===== src/design/npu_macros.svh =====
`ifndef NPU_MACROS_SVH
`define NPU_MACROS_SVH

// full instruction word and opcode slice
`define INST_W 128
`define OPCODE_W 5

// on-chip buffer start addresses
`define ADDR_W 16
// weight and bias buffers are smaller
`define WB_ADDR_W 12

// jump target in the instruction stream
`define PC_W 12

// lengths, counts and line sizes
`define LEN_W 8
// external dma addresses and line counts
`define XFER_W 32

`endif


===== src/design/npu_isa_pkg.sv =====
`include "npu_macros.svh"

package npu_isa_pkg;

	// legal opcodes, everything else is flagged as an error
	typedef enum logic [`OPCODE_W-1:0] {
		OP_DMA   = 5'b10010,
		OP_IOB2N = 5'b01010,
		OP_WB2N  = 5'b01011,
		OP_N2IOB = 5'b01101,
		OP_STOP  = 5'b11111,
		OP_JUMP  = 5'b11100
	} opcode_e;

	// dma transfer setup
	typedef struct packed {
		logic [`OPCODE_W-1:0] opcode;
		logic                 rsvd_hi;
		logic [`XFER_W-1:0]   src_start;
		logic [`XFER_W-1:0]   dest_start;
		logic [`XFER_W-1:0]   lines;
		logic [3:0]           dma_mode;
		logic                 be_stream;
		logic                 be_noblock;
		logic [`LEN_W-1:0]    i_line_size;
		logic [1:0]           i_stride;
		logic                 rsvd_mid;
		logic [1:0]           pad_num;
		logic [6:0]           rsvd_lo;
	} dma_view_t;

	// input tile setup (iob2n)
	typedef struct packed {
		logic [`OPCODE_W-1:0] opcode;
		logic                 rsvd_hi;
		logic [`ADDR_W-1:0]   addr_start;
		logic [3:0]           mode;
		logic [`LEN_W-1:0]    x_length;
		logic [`LEN_W-1:0]    y_length;
		logic [`LEN_W-1:0]    piece_num;
		logic                 b_last_tiling;
		logic                 b_first_tiling;
		logic [`LEN_W-1:0]    part_num;
		logic [3:0]           last_part;
		logic [`LEN_W-1:0]    line_size;
		logic [`LEN_W-1:0]    avg_pool_coe;
		logic [47:0]          rsvd_lo;
	} in_view_t;

	// weights, bias, kernel geometry and quantisation
	typedef struct packed {
		logic [`OPCODE_W-1:0]  opcode;
		logic                  rsvd_hi;
		logic [`WB_ADDR_W-1:0] addr_w;
		logic [`WB_ADDR_W-1:0] addr_b;
		logic [3:0]            kernel;
		logic [1:0]            stride;
		logic [1:0]            pad;
		logic [3:0]            w_q_encode;
		logic [3:0]            i_q_encode;
		logic [3:0]            o_q_encode;
		logic [77:0]           rsvd_lo;
	} wt_view_t;

	// output tile setup (n2iob)
	typedef struct packed {
		logic [`OPCODE_W-1:0] opcode;
		logic                 rsvd_hi;
		logic [`ADDR_W-1:0]   addr_start;
		logic [`LEN_W-1:0]    x_length;
		logic [`LEN_W-1:0]    y_length;
		logic [`LEN_W-1:0]    piece_num;
		logic [`LEN_W-1:0]    jump_length;
		logic [`LEN_W-1:0]    line_size;
		logic [15:0]          all_length;
		logic [1:0]           act_mode;
		logic [47:0]          rsvd_lo;
	} out_view_t;

	// fields read straight off the word, no register behind them
	typedef struct packed {
		logic [`OPCODE_W-1:0] opcode;
		logic [`PC_W-1:0]     jump_pc;
		logic [89:0]          rsvd_hi;
		logic                 be_noblock;
		logic [19:0]          rsvd_lo;
	} ctl_view_t;

	typedef union packed {
		dma_view_t dma;
		in_view_t  in_tile;
		wt_view_t  wt;
		out_view_t out_tile;
		ctl_view_t ctl;
	} inst_word_u;

endpackage


===== src/design/npu_cfg_pkg.sv =====
`include "npu_macros.svh"

package npu_cfg_pkg;

	typedef struct packed {
		logic [`XFER_W-1:0] src_start;
		logic [`XFER_W-1:0] dest_start;
		logic [`XFER_W-1:0] lines;
		logic [3:0]         dma_mode;
		logic               be_stream;
		logic [`LEN_W-1:0]  i_line_size;
		logic [1:0]         i_stride;
		logic [1:0]         pad_num;
	} dma_cfg_t;

	typedef struct packed {
		logic [`ADDR_W-1:0] addr_start;
		logic [3:0]         mode;
		logic [`LEN_W-1:0]  x_length;
		logic [`LEN_W-1:0]  y_length;
		logic [`LEN_W-1:0]  piece_num;
		logic               b_last_tiling;
		logic               b_first_tiling;
		logic [`LEN_W-1:0]  part_num;
		logic [3:0]         last_part;
		logic [`LEN_W-1:0]  line_size;
		logic [`LEN_W-1:0]  avg_pool_coe;
	} in_cfg_t;

	typedef struct packed {
		logic [`WB_ADDR_W-1:0] addr_w;
		logic [`WB_ADDR_W-1:0] addr_b;
		logic [3:0]            kernel;
		logic [1:0]            stride;
		logic [1:0]            pad;
		logic [3:0]            w_q_encode;
		logic [3:0]            i_q_encode;
		logic [3:0]            o_q_encode;
	} wt_cfg_t;

	typedef struct packed {
		logic [`ADDR_W-1:0] addr_start;
		logic [`LEN_W-1:0]  x_length;
		logic [`LEN_W-1:0]  y_length;
		logic [`LEN_W-1:0]  piece_num;
		logic [`LEN_W-1:0]  jump_length;
		logic [`LEN_W-1:0]  line_size;
		logic [15:0]        all_length;
		logic [1:0]         act_mode;
	} out_cfg_t;

endpackage


===== src/design/inst_bus_if.sv =====
`timescale 1ns/1ps

interface inst_bus_if;
	import npu_isa_pkg::*;

	inst_word_u word;
	// one strobe per register bank
	logic ld_dma;
	logic ld_in;
	logic ld_wt;
	logic ld_out;
	logic clr;

	modport src (
		output word, ld_dma, ld_in, ld_wt, ld_out, clr
	);

	modport bank (
		input word, ld_dma, ld_in, ld_wt, ld_out, clr
	);

endinterface


===== src/design/inst_classify.sv =====
`timescale 1ns/1ps
`include "npu_macros.svh"

module inst_classify (
	input  npu_isa_pkg::inst_word_u i_inst,
	input  logic                    i_inst_valid,
	input  logic                    i_clr,
	output logic                    o_err_inst,
	inst_bus_if.src                 bus
);
	import npu_isa_pkg::*;

	logic [`OPCODE_W-1:0] opcode;
	logic is_dma;
	logic is_in;
	logic is_wt;
	logic is_out;
	logic is_ctl;

	// opcode sits at the top of every view
	assign opcode = i_inst.ctl.opcode;

	always_comb
	begin
		is_dma = (opcode == OP_DMA);
		is_in  = (opcode == OP_IOB2N);
		is_wt  = (opcode == OP_WB2N);
		is_out = (opcode == OP_N2IOB);
		// stop and jump are legal but load no bank
		is_ctl = (opcode == OP_STOP) || (opcode == OP_JUMP);
	end

	assign bus.word   = i_inst;
	assign bus.ld_dma = i_inst_valid & is_dma;
	assign bus.ld_in  = i_inst_valid & is_in;
	assign bus.ld_wt  = i_inst_valid & is_wt;
	assign bus.ld_out = i_inst_valid & is_out;
	assign bus.clr    = i_clr;

	// old softmax/dot/actfun opcodes land here too
	assign o_err_inst = i_inst_valid & ~(is_dma | is_in | is_wt | is_out | is_ctl);

endmodule


===== src/design/dma_param_regs.sv =====
`timescale 1ns/1ps

module dma_param_regs (
	input  logic                  i_clk,
	input  logic                  i_rst_n,
	inst_bus_if.bank              bus,
	output npu_cfg_pkg::dma_cfg_t o_cfg
);

	// clear takes priority over a load in the same cycle
	always_ff @(posedge i_clk or negedge i_rst_n)
	begin
		if (!i_rst_n)
		begin
			o_cfg <= '0;
		end
		else if (bus.clr)
		begin
			o_cfg <= '0;
		end
		else if (bus.ld_dma)
		begin
			o_cfg.src_start   <= bus.word.dma.src_start;
			o_cfg.dest_start  <= bus.word.dma.dest_start;
			o_cfg.lines       <= bus.word.dma.lines;
			o_cfg.dma_mode    <= bus.word.dma.dma_mode;
			o_cfg.be_stream   <= bus.word.dma.be_stream;
			o_cfg.i_line_size <= bus.word.dma.i_line_size;
			o_cfg.i_stride    <= bus.word.dma.i_stride;
			o_cfg.pad_num     <= bus.word.dma.pad_num;
		end
	end

	// settings must hold while the dma engine runs
	hold_when_idle: assert property (
		@(posedge i_clk) disable iff (!i_rst_n)
		!bus.ld_dma && !bus.clr |=> $stable(o_cfg)
	) else $error("dma_param_regs: config changed without load or clear");

endmodule


===== src/design/in_tile_regs.sv =====
`timescale 1ns/1ps

module in_tile_regs (
	input  logic                 i_clk,
	input  logic                 i_rst_n,
	inst_bus_if.bank             bus,
	output npu_cfg_pkg::in_cfg_t o_cfg
);

	always_ff @(posedge i_clk or negedge i_rst_n)
	begin
		if (!i_rst_n)
		begin
			o_cfg <= '0;
		end
		else if (bus.clr)
		begin
			o_cfg <= '0;
		end
		else if (bus.ld_in)
		begin
			o_cfg.addr_start     <= bus.word.in_tile.addr_start;
			o_cfg.mode           <= bus.word.in_tile.mode;
			o_cfg.x_length       <= bus.word.in_tile.x_length;
			o_cfg.y_length       <= bus.word.in_tile.y_length;
			o_cfg.piece_num      <= bus.word.in_tile.piece_num;
			// tiling position of this tile within the layer
			o_cfg.b_last_tiling  <= bus.word.in_tile.b_last_tiling;
			o_cfg.b_first_tiling <= bus.word.in_tile.b_first_tiling;
			// part bookkeeping for split channels
			o_cfg.part_num       <= bus.word.in_tile.part_num;
			o_cfg.last_part      <= bus.word.in_tile.last_part;
			o_cfg.line_size      <= bus.word.in_tile.line_size;
			o_cfg.avg_pool_coe   <= bus.word.in_tile.avg_pool_coe;
		end
	end

	hold_when_idle: assert property (
		@(posedge i_clk) disable iff (!i_rst_n)
		!bus.ld_in && !bus.clr |=> $stable(o_cfg)
	) else $error("in_tile_regs: config changed without load or clear");

endmodule


===== src/design/wt_param_regs.sv =====
`timescale 1ns/1ps

module wt_param_regs (
	input  logic                 i_clk,
	input  logic                 i_rst_n,
	inst_bus_if.bank             bus,
	output npu_cfg_pkg::wt_cfg_t o_cfg
);

	always_ff @(posedge i_clk or negedge i_rst_n)
	begin
		if (!i_rst_n)
		begin
			o_cfg <= '0;
		end
		else if (bus.clr)
		begin
			o_cfg <= '0;
		end
		else if (bus.ld_wt)
		begin
			o_cfg.addr_w     <= bus.word.wt.addr_w;
			o_cfg.addr_b     <= bus.word.wt.addr_b;
			o_cfg.kernel     <= bus.word.wt.kernel;
			o_cfg.stride     <= bus.word.wt.stride;
			o_cfg.pad        <= bus.word.wt.pad;
			// q-encodes for weight, input and output
			o_cfg.w_q_encode <= bus.word.wt.w_q_encode;
			o_cfg.i_q_encode <= bus.word.wt.i_q_encode;
			o_cfg.o_q_encode <= bus.word.wt.o_q_encode;
		end
	end

endmodule


===== src/design/out_tile_regs.sv =====
`timescale 1ns/1ps

module out_tile_regs (
	input  logic                  i_clk,
	input  logic                  i_rst_n,
	inst_bus_if.bank              bus,
	output npu_cfg_pkg::out_cfg_t o_cfg
);

	always_ff @(posedge i_clk or negedge i_rst_n)
	begin
		if (!i_rst_n)
		begin
			o_cfg <= '0;
		end
		else if (bus.clr)
		begin
			o_cfg <= '0;
		end
		else if (bus.ld_out)
		begin
			o_cfg.addr_start  <= bus.word.out_tile.addr_start;
			o_cfg.x_length    <= bus.word.out_tile.x_length;
			o_cfg.y_length    <= bus.word.out_tile.y_length;
			o_cfg.piece_num   <= bus.word.out_tile.piece_num;
			// stride between stored lines
			o_cfg.jump_length <= bus.word.out_tile.jump_length;
			o_cfg.line_size   <= bus.word.out_tile.line_size;
			o_cfg.all_length  <= bus.word.out_tile.all_length;
			o_cfg.act_mode    <= bus.word.out_tile.act_mode;
		end
	end

	hold_when_idle: assert property (
		@(posedge i_clk) disable iff (!i_rst_n)
		!bus.ld_out && !bus.clr |=> $stable(o_cfg)
	) else $error("out_tile_regs: config changed without load or clear");

endmodule


===== src/design/npu_inst_decoder.sv =====
`timescale 1ns/1ps
`include "npu_macros.svh"

module npu_inst_decoder (
	input  logic                  i_clk,
	input  logic                  i_rst_n,
	input  logic                  i_clr,
	input  logic [`INST_W-1:0]    i_inst,
	input  logic                  i_inst_valid,

	output logic [`OPCODE_W-1:0]  o_opcode,
	output logic                  o_err_inst,
	output logic [`PC_W-1:0]      o_jump_pc,
	output logic                  o_be_noblock,

	output logic [`XFER_W-1:0]    o_src_start,
	output logic [`XFER_W-1:0]    o_dest_start,
	output logic [`XFER_W-1:0]    o_d_lines,
	output logic [3:0]            o_dma_mode,
	output logic                  o_be_stream,
	output logic [`LEN_W-1:0]     o_dma_i_line_size,
	output logic [1:0]            o_dma_i_stride,
	output logic [1:0]            o_dma_i_pad_num,

	output logic [`ADDR_W-1:0]    o_addr_start_d,
	output logic [3:0]            o_mode,
	output logic [`LEN_W-1:0]     o_i_x_length,
	output logic [`LEN_W-1:0]     o_i_y_length,
	output logic [`LEN_W-1:0]     o_i_piece_num,
	output logic                  o_b_last_tiling,
	output logic                  o_b_first_tiling,
	output logic [`LEN_W-1:0]     o_part_num,
	output logic [3:0]            o_last_part,
	output logic [`LEN_W-1:0]     o_i_line_size,
	output logic [`LEN_W-1:0]     o_avg_pool_coe,

	output logic [`WB_ADDR_W-1:0] o_addr_start_w,
	output logic [`WB_ADDR_W-1:0] o_addr_start_b,
	output logic [3:0]            o_kernel,
	output logic [1:0]            o_stride,
	output logic [1:0]            o_pad,
	output logic [3:0]            o_w_q_encode,
	output logic [3:0]            o_i_q_encode,
	output logic [3:0]            o_o_q_encode,

	output logic [`ADDR_W-1:0]    o_addr_start_s,
	output logic [`LEN_W-1:0]     o_o_x_length,
	output logic [`LEN_W-1:0]     o_o_y_length,
	output logic [`LEN_W-1:0]     o_o_piece_num,
	output logic [`LEN_W-1:0]     o_jump_length,
	output logic [`LEN_W-1:0]     o_o_line_size,
	output logic [15:0]           o_s_all_length,
	output logic [1:0]            o_act_mode
);
	import npu_isa_pkg::*;
	import npu_cfg_pkg::*;

	inst_word_u inst_w;
	dma_cfg_t   dma_cfg;
	in_cfg_t    in_cfg;
	wt_cfg_t    wt_cfg;
	out_cfg_t   out_cfg;

	inst_bus_if bus_if ();

	assign inst_w = i_inst;

	inst_classify u_classify (
		.i_inst       (inst_w),
		.i_inst_valid (i_inst_valid),
		.i_clr        (i_clr),
		.o_err_inst   (o_err_inst),
		.bus          (bus_if.src)
	);

	dma_param_regs u_dma_regs (
		.i_clk   (i_clk),
		.i_rst_n (i_rst_n),
		.bus     (bus_if.bank),
		.o_cfg   (dma_cfg)
	);

	in_tile_regs u_in_regs (
		.i_clk   (i_clk),
		.i_rst_n (i_rst_n),
		.bus     (bus_if.bank),
		.o_cfg   (in_cfg)
	);

	wt_param_regs u_wt_regs (
		.i_clk   (i_clk),
		.i_rst_n (i_rst_n),
		.bus     (bus_if.bank),
		.o_cfg   (wt_cfg)
	);

	out_tile_regs u_out_regs (
		.i_clk   (i_clk),
		.i_rst_n (i_rst_n),
		.bus     (bus_if.bank),
		.o_cfg   (out_cfg)
	);

	// unregistered, valid in the same cycle as the word
	assign o_opcode     = inst_w.ctl.opcode;
	assign o_jump_pc    = inst_w.ctl.jump_pc;
	assign o_be_noblock = inst_w.ctl.be_noblock;

	assign o_src_start       = dma_cfg.src_start;
	assign o_dest_start      = dma_cfg.dest_start;
	assign o_d_lines         = dma_cfg.lines;
	assign o_dma_mode        = dma_cfg.dma_mode;
	assign o_be_stream       = dma_cfg.be_stream;
	assign o_dma_i_line_size = dma_cfg.i_line_size;
	assign o_dma_i_stride    = dma_cfg.i_stride;
	assign o_dma_i_pad_num   = dma_cfg.pad_num;

	assign o_addr_start_d   = in_cfg.addr_start;
	assign o_mode           = in_cfg.mode;
	assign o_i_x_length     = in_cfg.x_length;
	assign o_i_y_length     = in_cfg.y_length;
	assign o_i_piece_num    = in_cfg.piece_num;
	assign o_b_last_tiling  = in_cfg.b_last_tiling;
	assign o_b_first_tiling = in_cfg.b_first_tiling;
	assign o_part_num       = in_cfg.part_num;
	assign o_last_part      = in_cfg.last_part;
	assign o_i_line_size    = in_cfg.line_size;
	assign o_avg_pool_coe   = in_cfg.avg_pool_coe;

	assign o_addr_start_w = wt_cfg.addr_w;
	assign o_addr_start_b = wt_cfg.addr_b;
	assign o_kernel       = wt_cfg.kernel;
	assign o_stride       = wt_cfg.stride;
	assign o_pad          = wt_cfg.pad;
	assign o_w_q_encode   = wt_cfg.w_q_encode;
	assign o_i_q_encode   = wt_cfg.i_q_encode;
	assign o_o_q_encode   = wt_cfg.o_q_encode;

	assign o_addr_start_s = out_cfg.addr_start;
	assign o_o_x_length   = out_cfg.x_length;
	assign o_o_y_length   = out_cfg.y_length;
	assign o_o_piece_num  = out_cfg.piece_num;
	assign o_jump_length  = out_cfg.jump_length;
	assign o_o_line_size  = out_cfg.line_size;
	assign o_s_all_length = out_cfg.all_length;
	assign o_act_mode     = out_cfg.act_mode;

endmodule


===== config.mk =====
export PLATFORM = sky130hd
export DESIGN_NAME = npu_inst_decoder
export DESIGN_NICKNAME = d
export VERILOG_FILES = /design/src/design/npu_isa_pkg.sv /design/src/design/npu_cfg_pkg.sv /design/src/design/inst_bus_if.sv /design/src/design/inst_classify.sv /design/src/design/dma_param_regs.sv /design/src/design/in_tile_regs.sv /design/src/design/wt_param_regs.sv /design/src/design/out_tile_regs.sv /design/src/design/npu_inst_decoder.sv
export VERILOG_INCLUDE_DIRS = /design/src /design/src/design
export SDC_FILE = /design/constraint.sdc
export NUM_CORES = 1
export LEC_CHECK = 0
export ABC_AREA = 1
export BUFFER_PORTS_ARGS = -buffer_cell sky130_fd_sc_hd__buf_2
export CORE_AREA = 5 5 174 176
export DETAILED_ROUTE_END_ITERATION = 8
export DIE_AREA = 0 0 179 181
export HOLD_SLACK_MARGIN = 0.05
export PLACE_DENSITY = 0.76
export SYNTH_ARGS = -nofsm -noshare
export SYNTH_HDL_FRONTEND = slang
export SYNTH_HIERARCHICAL = 1
export SYNTH_SLANG_ARGS = --single-unit

===== constraint.sdc =====
create_clock -name i_clk -period 0.8 [get_ports i_clk]
set_input_delay 0.08 -clock i_clk [delete_from_list [all_inputs] [get_ports i_clk]]
set_output_delay 0.08 -clock i_clk [all_outputs]
set_load 0.02 [all_outputs]

After elaboration in Yosys (flattened, before gate mapping):

Index checks and enable logic that the tools add are counted.
W data, S select, Z words.

* equality and inequality tests: 6
* mux-type cells: 8
* bitwise operators: 10
* reductions and logical operators: 5

Operator list (count)
* $mux W74: 4
* $mux W113: 2
* $mux W44: 2
* $eq A5 B4 Y1 const B: 3
* $eq A5 B5 Y1 const B: 3
* $reduce_bool A2 Y1: 4
* $and A1 B1 Y1: 5
* $or A1 B1 Y1: 4
* $logic_or A1 B1 Y1: 1
* $not A1 Y1: 1

* bits in registers: 305
* output and inout port bits: 324
* word-level logic and storage cells: 64

Logic depth before layout (Yosys ltp):

Gate-level depths: netlist of run 1.

* word-level depth: 7
* gate-level depth with buffers: 9
* gate-level depth less buffers: 7

Modules after synthesis:

The synthesis of run 1 kept the hierarchy.

By module, submodules not included
* dma_param_regs: times used 1, cells an instance 491, area each 4454.3 um^2, seq. area each 2827.7 um^2
* in_tile_regs: times used 1, cells an instance 322, area each 2921.6 um^2, seq. area each 1851.8 um^2
* out_tile_regs: times used 1, cells an instance 322, area each 2921.6 um^2, seq. area each 1851.8 um^2
* wt_param_regs: times used 1, cells an instance 191, area each 1889.3 um^2, seq. area each 1101.1 um^2
* inst_classify: times used 1, cells an instance 159, area each 1106.1 um^2, seq. area each 0.0 um^2
* npu_inst_decoder: times used 1, cells an instance 18, area each 135.1 um^2, seq. area each 0.0 um^2

Worst setup path before layout of run 1:

OpenSTA, ideal clock, no wires.

* path kind: input to register
* from: input i_inst[127]
* to: register u_in_regs/o_cfg[10] (netlist name)
* setup time: 0.117 ns
* arrival time: 0.987 ns
* setup slack: -0.304 ns
* stages on the path: 8
* buffers on the path: 2
* cells stage by stage: nor2_1 > nand2_1 > nor3_1 > nor2_1 > buf_4 > buf_4 > nand2_1 > nand2_1

* cells in the longest elaborated chain, start to end: 3

RTL lines
* from (decl): RTL line npu_inst_decoder.sv:8 `` input logic [`INST_W-1:0] i_inst, ``
* $eq A5 B4 Y1: RTL line inst_classify.sv:26 `is_in = (opcode == OP_IOB2N);`
* $and A1 B1 Y1: RTL line inst_classify.sv:35 `assign bus.ld_in = i_inst_valid & is_in;`
* named net bus_if.ld_in: RTL line inst_bus_if.sv:9 `logic ld_in;`
* $reduce_bool A2 Y1 (no source line)
* to (decl): RTL line in_tile_regs.sv:7 `output npu_cfg_pkg::in_cfg_t o_cfg`

The timed path passes the listed nets, and every way through them passes these cells.
A chain may end at the register's enable or synchronous reset.

Worst setup path in the final report of run 1:

* from: register u_out_regs/o_cfg[46] (netlist name)
* to: output o_o_y_length[4]

RTL lines
* from (decl): RTL line out_tile_regs.sv:7 `output npu_cfg_pkg::out_cfg_t o_cfg`
* to (decl): RTL line npu_inst_decoder.sv:48 `` output logic [`LEN_W-1:0] o_o_y_length, ``

No word-level cell between the ends.

==> impl_metrics.ini, run 1 <==
[run_status]
run_status = complete, but fails checks
failed_checks = setup timing

[setup_path]
setup.worst_path.end_class = output port
path_cells = buf_6
r2r_end = u_in_regs/o_cfg[31]$_DFFE_PN0P_
startpoint = u_out_regs/o_cfg[46]$_DFFE_PN0P_
levels_on_crit_path = 1
critical-path-max-stage-delay_ns = 0.67
worst-endpoint-required_ns = 0.72
r2r_slack_ns = -0.49
max_fanout_on_critical_path = 2
crit_type = reg -> out
critical_path.top_delay_family = flip-flops
ff2ff_path_depth = 3
path_buf_inv = 1
critical_path_arrival_ns = 1.46
slowest_stage = sky130_fd_sc_hd__dfrtp_1
worst_setup_path_start_kind = register
crit-reg2reg-launch = u_in_regs/o_cfg[31]$_DFFE_PN0P_

[run]
max_cap_violations = 0

[finish]
final_design_area_no_fill_mm2 = 0.0251
seq_area_mm2 = 0.00764
number_of_fillers_in_the_final_layout = 1012
multi_input_area_mm2 = 0.00587
nNetsFinal = 2379
area_growth_syn_to_layout_pct = 88.3
finalNonFillerCells = 2661
layout-drive-gt1-share_pct = 56.5

[die]
placement_rows = 62
initial_utilization_pct = 46.8
core_area_mm2 = 0.0285
dieArea_mm2 = 0.0324
die_y_um = 181
die_w_um = 179
ios = 456

[pwr]
power_switching_share_pct = 27.4
power_leakage_nw = 13.8
power.combinational.fraction_pct = 13.7
total_power_mw = 36.8
pwr_density_cell_mw_per_mm2 = 1470
p_int_mw = 26.7
power.share.sequential_pct = 42.6
switching_power_mw = 10.1
vdd_drop_max_mv = 1.50
clkPwrFrac_pct = 43.8

[timing]
report.final.hold_viol_count = 0
hold_ws_ns = 0.108
grt_setup_unrepaired = true
finalSetupTns_ns = -191.43
final.setup.worst_slack_ns = -0.744
period_minus_slack_ns = 1.54
timing.clock.skew_ns = 0
drv_slew = 0
fmaxAchievable_mhz = 648
final.period_utilization_pct = 193
setup_viol_count_final = 607
slew_headroom_pct = 60.0
tightestPinTransition_ns = 0.599

[drt]
dr_total_vias = 17300
drtPass1Iterations = 7
first_iteration_detailed_routing_drc_count = 3145
route.final.wire_length_um = 88400
ant_nets = 0
avgViaCountPerCell = 6.52
wl_per_cell_um = 33.2
drc_errors = 0

[placement]
port_buffers = 443
postPlaceCellArea_mm2 = 0.0157
numPlacedInstances = 2167
finalWeightedCongestion = 0.921
post_dp_hpwl_um = 30800

[synthesis]
yosys_warnings = 6
synthesis.nets = 1620
synthesis.instances = 1488
syn-mean-instance-area_um2 = 8.95
synth.cell_area_mm2 = 0.0133

[clock_network]
root_buffer_master = sky130_fd_sc_hd__clkbuf_16
cts.reportedPaths.clkPinSlew_ns = 0.07
cts-root-to-sink-buffers = 3
clock-sinks = 305
htree_levels = 1
cts_tree = yes
cts-buffers-inserted = 31
clk-insertion-delay-late_ns = 0.56

[min_path]
holdCritPathClass = in -> async

[global_route]
grt-ovfl-total = 0
grt_usage_pct = 38.6
vias_in_the_first_global_route = 15800
antenna_found_initial = 11
grt_max_degree = 61
first_pass_grt_wire_length_um = 95800
placed cells by master, fill, tap and decap left out:
cell and n:
sky130_fd_sc_hd__a21oi_1 1, sky130_fd_sc_hd__buf_12 64, sky130_fd_sc_hd__buf_16 17, sky130_fd_sc_hd__buf_2 131, sky130_fd_sc_hd__buf_4 266, sky130_fd_sc_hd__buf_6 336, sky130_fd_sc_hd__buf_8 10, sky130_fd_sc_hd__bufinv_16 4
sky130_fd_sc_hd__clkbuf_1 5, sky130_fd_sc_hd__clkbuf_16 48, sky130_fd_sc_hd__clkbuf_8 7, sky130_fd_sc_hd__clkinv_2 8, sky130_fd_sc_hd__clkinvlp_4 2, sky130_fd_sc_hd__dfrtp_1 298, sky130_fd_sc_hd__dfrtp_2 7, sky130_fd_sc_hd__diode_2 5
sky130_fd_sc_hd__dlygate4sd3_1 115, sky130_fd_sc_hd__inv_1 2, sky130_fd_sc_hd__inv_16 1, sky130_fd_sc_hd__inv_2 6, sky130_fd_sc_hd__inv_4 3, sky130_fd_sc_hd__inv_6 2, sky130_fd_sc_hd__nand2_1 380, sky130_fd_sc_hd__nand2_2 141
sky130_fd_sc_hd__nand2_4 95, sky130_fd_sc_hd__nand2_8 1, sky130_fd_sc_hd__nand3_1 187, sky130_fd_sc_hd__nand3_2 98, sky130_fd_sc_hd__nand3_4 23, sky130_fd_sc_hd__nand4_1 1, sky130_fd_sc_hd__nor2_2 4, sky130_fd_sc_hd__nor2_4 6
sky130_fd_sc_hd__nor2_8 1, sky130_fd_sc_hd__nor3_4 2
power by group through the flow:
stage / Clock, mW / Combinational, mW / Sequential, mW
CTS: 15.5 / 3.92 / 15.6
detailed placement: 0 / 2.68 / 15.9
global route: 16.6 / 5.10 / 15.6
global placement: 0 / 2.65 / 15.9
floorplan: 0 / 1.52 / 16.0
finish: 16.1 / 5.02 / 15.7
what timing repair did:
action / CTS / global route
pin swaps: 20 / 127
hold endpoints to repair: 610 / 0
cloned: 24 / 21
hold buffers: 115 / 0
endpoints found under the setup margin: 401 / 587
resized for setup: 742 / 436
buffers inserted: 131 / 156
flip-flops by register name, summed over array words and instances (netlist names):
signal	count
u_dma_regs/o_cfg	113
u_in_regs/o_cfg	74
u_out_regs/o_cfg	74
u_wt_regs/o_cfg	44
metal layers:
metal / vias to the layer above / wire length, um / track usage [%]
li1: 6152 / - / -
met1: 8007 / 25500 / 43.9
met2: 2200 / 36700 / 62.5
met3: 958 / 15000 / 11.9
met4: 26 / 10800 / 24.9
met5: - / 522 / 0
how the worst max path moves through the flow:
stage | endpoint | slack [ns]
after floorplan | u_in_regs/o_cfg[10]$_DFFE_PN0P_ | -0.22
after global placement | u_in_regs/o_cfg[5]$_DFFE_PN0P_ | -0.63
after detailed placement | u_out_regs/o_cfg[44]$_DFFE_PN0P_ | -0.67
after CTS | o_addr_start_b[4] | -0.47
after global routing | o_o_y_length[0] | -0.70
final | o_o_y_length[4] | -0.74
area by class of cell:
| type | count | share of cell area [%] |
|---|---|---|
| timing repair buffer | 956 | 39.5 |
| clock buffer | 43 | 3.55 |
| inverter | 13 | 0.304 |
| tap | 384 | 1.92 |
| clock inverter | 15 | 0.739 |
| antenna | 5 | 0.0499 |
| sequential | 305 | 30.5 |
| multi-input combinational | 940 | 23.4 |
per-stage QoR:
stage                     worst slack [ns]  utilization (%)
after floorplan                     -0.220                -
final                               -0.744             88.1
after CTS                           -0.470             77.2
after global routing                -0.699             88.1
after detailed placement            -0.671             55.3
after global placement              -0.633             55.3
(Power assumes the default switching activity.)
==> run 2: changes to the inputs <==
==> constraint.sdc (replaced) <==
create_clock -name i_clk -period 1.5 [get_ports i_clk]
set_input_delay 0.375 -clock i_clk [delete_from_list [all_inputs] [get_ports i_clk]]
set_output_delay 0.375 -clock i_clk [all_outputs]
set_load 0.02 [all_outputs]
==> run 2 against run 1 <==
The flow still finishes with violations (setup timing). First-iteration DRC count decreased by 57%. Clock skew unchanged. Sequential share of layout area increased by 9.9 points. Register-to-register slack improved by 1.1 ns. Global-route usage decreased by 12 points. Worst setup slack improved by 0.66 ns. Total power decreased by 51%. Non-clock buffer count decreased by 294. Highest routed layer is now met4.
==> impl_metrics.ini, run 2 (synthesis gave the netlist of run 1 again) <==
[finish]
finalNonFillerCells = 2363
area_growth_syn_to_layout_pct = 42.0
final_design_area_no_fill_mm2 = 0.0189
layout-drive-gt1-share_pct = 36.9
mostFrequentLayoutCells = sky130_fd_sc_hd__nand2_1 (608), sky130_fd_sc_hd__dfrtp_1 (305), sky130_fd_sc_hd__nand3_1 (294)
largest_register_ffs = 113
top_regs = u_dma_regs/o_cfg (113), u_in_regs/o_cfg (74), u_out_regs/o_cfg (74)
layout_commonest_cell = sky130_fd_sc_hd__nand2_1
nNetsFinal = 2085
seq_area_mm2 = 0.00763
largest_reg_by_ff_count = u_dma_regs/o_cfg
multi_input_area_mm2 = 0.00413
number_of_fillers_in_the_final_layout = 1974

[pwr]
p_int_mw = 13.6
switching_power_mw = 4.32
vdd_drop_max_mv = 0.742
power.share.sequential_pct = 46.6
power.combinational.fraction_pct = 8.5
power_switching_share_pct = 24.2
power_leakage_nw = 11.0
pwr_density_cell_mw_per_mm2 = 946
clkPwrFrac_pct = 44.9

[die]
dieArea_mm2 = 0.0324
die_w_um = 179
ios = 456
placement_rows = 62
initial_utilization_pct = 46.8
core_area_mm2 = 0.0285
die_y_um = 181

[timing]
timing.clock.skew_ns = 0
fmaxAchievable_mhz = 631
drv_slew = 0
grt_setup_unrepaired = true
finalSetupTns_ns = -0.254
final.setup.worst_slack_ns = -0.0852
slew_headroom_pct = 65.1
final.period_utilization_pct = 106
hold_ws_ns = 0.0694
period_minus_slack_ns = 1.59
report.final.hold_viol_count = 0
setup_viol_count_final = 9
tightestPinTransition_ns = 0.523

[global_route]
antenna_found_initial = 2
grt_usage_pct = 26.1
vias_in_the_first_global_route = 12200
grt-ovfl-total = 0
first_pass_grt_wire_length_um = 67800
grt_max_degree = 54

[clock_network]
cts_tree = yes
cts-root-to-sink-buffers = 3
cts.reportedPaths.clkPinSlew_ns = 0.07
root_buffer_master = sky130_fd_sc_hd__clkbuf_16
clk-insertion-delay-late_ns = 0.54
htree_levels = 1
clock-sinks = 305
cts-buffers-inserted = 31

[setup_path]
crit_type = in -> out
critical_path_arrival_ns = 1.21
max_fanout_on_critical_path = 4
worst_setup_path_start_kind = primary input
worst-endpoint-required_ns = 1.12
setup.worst_path.end_class = output port

[placement]
post_dp_hpwl_um = 29000
numPlacedInstances = 2140
postPlaceCellArea_mm2 = 0.0152
port_buffers = 443
preCtsSetupSlack_ns = -0.224
finalWeightedCongestion = 0.855

[drt]
avgViaCountPerCell = 5.48
wl_per_cell_um = 21.1
ant_nets = 0
first_iteration_detailed_routing_drc_count = 1367
drtPass1Iterations = 5
route.final.wire_length_um = 49800
drc_errors = 0
dr_total_vias = 12900

[run]
max_cap_violations = 0

[run_status]
run_status = complete, but fails checks
failed_checks = setup timing

[min_path]
holdCritPathClass = in -> reg
-- run 2: cell types whose count changed in the layout (fill, tap and decap cells not counted), sizes merged, moves of 3 or more --
cell         before  now
diode             5    2
buf             824  635
clkbuf           60   45
dlygate4sd3     115   26
-- run 2: worst paths after layout --
path / slack, ns / endpoint / cells after the start / from
hold / removal: 0.07 / u_dma_regs/o_cfg[29]$_DFFE_PN0P_ / 3 / i_inst[38]
setup / recovery: -0.09 / o_err_inst / 7 / i_inst[123]
min in group asynchronous: 0.38 / u_dma_regs/o_cfg[96]$_DFFE_PN0P_ / 2 / i_rst_n
setup reg to reg: 0.59 / u_out_regs/o_cfg[72]$_DFFE_PN0P_ / 4 / u_out_regs/o_cfg[72]$_DFFE_PN0P_
hold reg to reg: 0.47 / u_wt_regs/o_cfg[40]$_DFFE_PN0P_ / 2 / u_wt_regs/o_cfg[40]$_DFFE_PN0P_
max in group asynchronous: 0.48 / u_wt_regs/o_cfg[40]$_DFFE_PN0P_ / 3 / i_rst_n
-- run 2: through the flow --
step	total power, mW	utilization [%]
floorplan	9.29	-
global placement	9.76	53.5
detailed placement	9.78	53.5
CTS	17.8	60.2
global route	18.4	66.4
finish	17.9	66.4
-- run 2: final cells by class --
| type | instances | area share [%] |
|---|---|---|
| flip-flops and latches | 305 | 40.4 |
| repair buffers | 662 | 29.3 |
| multi-input cells | 940 | 21.8 |
| clock buffers | 44 | 4.84 |
| well taps | 384 | 2.54 |
| clock inverters | 13 | 0.801 |
| inverters | 13 | 0.298 |
| diodes | 2 | 0.0265 |
-- run 2: power groups by stage --
| stage | Sequential [mW] | Combinational (mW) | Clock, mW |
|---|---|---|---|
| 2_1_floorplan | 8.54 | 0.752 | 0 |
| 3_3_place_gp | 8.46 | 1.30 | 0 |
| 3_5_place_dp | 8.47 | 1.31 | 0 |
| 4_1_cts | 8.32 | 1.41 | 8.07 |
| 5_1_grt | 8.33 | 1.62 | 8.49 |
| 6_report | 8.33 | 1.52 | 8.04 |
-- run 2: per-layer routing --
| metal | wire, um | GRT usage [%] | part of all wire, % |
|---|---|---|---|
| met4 | 3040 | 11.2 | 6.1 |
| met1 | 16900 | 32.3 | 34 |
| met5 | 0 | 0 | 0 |
| met2 | 24100 | 43.5 | 48 |
| met3 | 5840 | 6.35 | 12 |
-- run 2: critical path: stages --
cell	delay, ns
sky130_fd_sc_hd__buf_8	0.11
sky130_fd_sc_hd__buf_6	0.12
sky130_fd_sc_hd__a21oi_1	0.22
sky130_fd_sc_hd__nand3_2	0.10
sky130_fd_sc_hd__nand2_2	0.10
sky130_fd_sc_hd__nor2_4	0.06
sky130_fd_sc_hd__buf_6	0.13
-- run 2: repair_timing --
| item | in CTS | in global routing |
|---|---|---|
| resized for setup | 134 | 321 |
| setup endpoints to repair | 70 | 220 |
| cloned | 0 | 0 |
| hold endpoints to repair | 62 | 0 |
| pin swaps | 5 | 7 |
| hold buffers | 26 | 0 |
| setup buffers | 25 | 113 |
==> run 3: changes to the inputs <==
--- a/config.mk
+++ b/config.mk
@@ -8,12 +8,11 @@
 export LEC_CHECK = 0
 export ABC_AREA = 1
 export BUFFER_PORTS_ARGS = -buffer_cell sky130_fd_sc_hd__buf_2
-export CORE_AREA = 5 5 174 176
+export CORE_AREA = 5 5 173 175
 export DETAILED_ROUTE_END_ITERATION = 8
-export DIE_AREA = 0 0 179 181
+export DIE_AREA = 0 0 178 180
 export HOLD_SLACK_MARGIN = 0.05
 export PLACE_DENSITY = 0.76
 export SYNTH_ARGS = -nofsm -noshare
 export SYNTH_HDL_FRONTEND = slang
-export SYNTH_HIERARCHICAL = 1
 export SYNTH_SLANG_ARGS = --single-unit
==> run 3 against run 2 <==
The run still ends with setup timing left. Largest cell class unchanged. Routed wire length shrank 3.8%. Critical endpoint unchanged. Clock power grew 9.7%. Total power grew 4.3%. Cell area shrank 6.4%. Largest power group is now the clock network. Non-clock buffer count shrank 123. First-iteration DRC count shrank 18%.
==> impl_metrics.ini, run 3 <==
[global_route]
grt_max_degree = 77
vias_in_the_first_global_route = 13000
first_pass_grt_wire_length_um = 74100
antenna_found_initial = 0
grt-ovfl-total = 0
grt_usage_pct = 28.8

[pwr]
vdd_drop_max_mv = 0.710
pwr_density_cell_mw_per_mm2 = 1050
power_leakage_nw = 10.8

[placement]
postPlaceCellArea_mm2 = 0.0164
post_dp_hpwl_um = 32600
port_buffers = 443
finalWeightedCongestion = 0.885

[drt]
wl_per_cell_um = 20.1
first_iteration_detailed_routing_drc_count = 1120
topRoutingLayerUsed = met4
met1_length_um = 18200
met3WireLength_um = 4770
route.final.wire_length_um = 47900
met2RoutedLength_um = 22800
drc_errors = 0
dr_total_vias = 13200
ant_nets = 0
drtPass1Iterations = 5
avgViaCountPerCell = 5.55

[timing]
setup_viol_count_final = 1
grt_setup_unrepaired = true
period_minus_slack_ns = 1.51
tightestPinTransition_ns = 0.494
slew_headroom_pct = 66.9
timing.clock.skew_ns = 0
drv_slew = 0
report.final.hold_viol_count = 0
fmaxAchievable_mhz = 661
finalSetupTns_ns = -0.0129
final.period_utilization_pct = 101
final.setup.worst_slack_ns = -0.0129

[die]
placement_rows = 62
dieArea_mm2 = 0.0320
die_w_um = 178
ios = 456
initial_utilization_pct = 47.0
die_y_um = 180
core_area_mm2 = 0.0283

[finish]
largest_reg_by_ff_count = u_dma_regs.o_cfg
top_regs = u_dma_regs.o_cfg (113), u_in_regs.o_cfg (74), u_out_regs.o_cfg (74)
post-route-util_pct = 62.5
final_antenna_diode_count = 0
layout_commonest_cell = sky130_fd_sc_hd__buf_2
area_growth_syn_to_layout_pct = 32.9
nNetsFinal = 2108
mostFrequentLayoutCells = sky130_fd_sc_hd__buf_2 (429), sky130_fd_sc_hd__nand2_1 (427), sky130_fd_sc_hd__nand3_1 (380)
final_design_area_no_fill_mm2 = 0.0177
layout-drive-gt1-share_pct = 30.6
largest_register_ffs = 113

[synthesis]
synthFlopType = sky130_fd_sc_hd__dfrtp_1
ys_seq_area_share_pct = 57.4
yosys_register_bits = 305
synth.lib_cells_used.distinct = 14
syn-mean-instance-area_um2 = 8.54
ys_async_sr_fraction_pct = 100
yosys-top-cells-area = sky130_fd_sc_hd__dfrtp_1 (57%), sky130_fd_sc_hd__nand3_1 (14%), sky130_fd_sc_hd__nand2_1 (12%)
yosys_warnings = 0
synth.cell_area_mm2 = 0.0133
synthDominantCellAreaShare_pct = 57.4
synthesis.nets = 1691
number_of_flops_mapped_to_enable_cells_by_yosys = 0
yosysMostFrequentCell = sky130_fd_sc_hd__nand2_1
synthesis.instances = 1559
yosys.area.top_type = sky130_fd_sc_hd__dfrtp_1
ys_top_cells_by_count = sky130_fd_sc_hd__nand2_1 (431), sky130_fd_sc_hd__nand3_1 (385), sky130_fd_sc_hd__dfrtp_1 (305)

[clock_network]
htree_levels = 2
clk-insertion-delay-late_ns = 0.49
clock-sinks = 305
cts-buffers-inserted = 34
cts-root-to-sink-buffers = 3
cts.reportedPaths.clkPinSlew_ns = 0.05
cts_tree = yes
root_buffer_master = sky130_fd_sc_hd__clkbuf_16

[setup_path]
worst-endpoint-required_ns = 1.12
worst_setup_path_start_kind = primary input
crit_type = in -> out
critical_path_arrival_ns = 1.14
max_fanout_on_critical_path = 5
setup.worst_path.end_class = output port

[run_status]
failed_checks = setup timing
run_status = complete, but fails checks

[min_path]
holdCritPathClass = in -> reg

[run]
max_cap_violations = 0
==> run 3: changes by cell type in the layout (fill, tap and decap cells not counted), moves of 8 or more <==
cell                            previous run  this run
sky130_fd_sc_hd__buf_2                   205       429
sky130_fd_sc_hd__nand3_2                  13         4
sky130_fd_sc_hd__buf_4                   228        67
sky130_fd_sc_hd__nand3_1                 294       380
sky130_fd_sc_hd__clkbuf_8                  9         1
sky130_fd_sc_hd__nor2_1                    0        78
sky130_fd_sc_hd__nand2_1                 608       427
sky130_fd_sc_hd__dlygate4sd3_1            26         1
sky130_fd_sc_hd__buf_6                   171         8
sky130_fd_sc_hd__nand4_1                   1       114
sky130_fd_sc_hd__inv_1                     8        75
==> run 3: cells by family after synthesis <==
logic type             count (synthesis)  share of synthesized area [%]
DFF                                  305                           57.4
and+or+nand+nor                     1014                           34.5
buffers and inverters                240                           8.16
==> run 3: where the power goes <==
part	switching, mW	internal (mW)	leakage [nW]
clock	3.39	5.42	0.573
combinational	1.05	0.463	6.02
sequential	0.0344	8.28	4.25
total	4.48	14.2	10.8
==> run 3: per-stage QoR <==
stage          hold slack, ns  worst slack [ns]  power (mW)  cells
6_report                0.128           -0.0129        18.7   2384
5_1_grt                 0.119           -0.0560        19.3   2384
4_1_cts                 0.104           -0.0469        18.8   2381
3_5_place_dp            0.319            -0.248        9.94   2320
3_3_place_gp            0.319            -0.260        9.92   2320
2_1_floorplan          0.0794            0.0385        9.13   1559
==> run 3: what timing repair did <==
| item | 4_1_cts | 5_1_grt |
|---|---|---|
| endpoints found under the hold margin | 29 | 0 |
| pin swaps | 3 | 5 |
| gates resized for setup | 27 | 13 |
| setup buffers | 0 | 3 |
| endpoints found under the setup margin | 4 | 3 |
| hold buffers | 1 | 0 |
==> run 3: per-layer routing <==
layer  track usage [%]  vias up
li1                  -     5957
met1              36.7     6386
met2              47.3      760
met3              7.27      122
met4              11.3        0
met5                 0        -
==> run 3: worst paths after layout <==
kind | startpoint | end | slack (ns) | depth (start not counted)
max in group asynchronous | i_rst_n | u_dma_regs.o_cfg[109]$_DFFE_PN0P_ | 0.44 | 3
min in group asynchronous | i_rst_n | u_in_regs.o_cfg[32]$_DFFE_PN0P_ | 0.40 | 2
min reg2reg | u_dma_regs.o_cfg[51]$_DFFE_PN0P_ | u_dma_regs.o_cfg[51]$_DFFE_PN0P_ | 0.50 | 2
min | i_inst[37] | u_dma_regs.o_cfg[28]$_DFFE_PN0P_ | 0.13 | 3
max reg2reg | u_dma_regs.o_cfg[2]$_DFFE_PN0P_ | u_dma_regs.o_cfg[2]$_DFFE_PN0P_ | 0.80 | 2
max | i_inst[123] | o_err_inst | -0.01 | 8
==> run 3: layout make-up <==
| cell class | count | area (um2) |
|---|---|---|
| clock buffers | 47 | 973 |
| flip-flops and latches | 305 | 7630 |
| clock inverters | 13 | 200 |
| inverters | 82 | 318 |
| repair buffers | 539 | 3410 |
| multi-input cells | 1014 | 4680 |
| fillers | 2356 | 10600 |
| well taps | 384 | 480 |
==> run 3: worst max-delay path, cell delays in order <==
cell and delay (ns):
sky130_fd_sc_hd__buf_6 0.10, sky130_fd_sc_hd__inv_2 0.04, sky130_fd_sc_hd__nand2_4 0.08, sky130_fd_sc_hd__nor2_4 0.05
sky130_fd_sc_hd__nand2_2 0.06, sky130_fd_sc_hd__nand3_2 0.09, sky130_fd_sc_hd__nor2_4 0.18, sky130_fd_sc_hd__buf_6 0.14
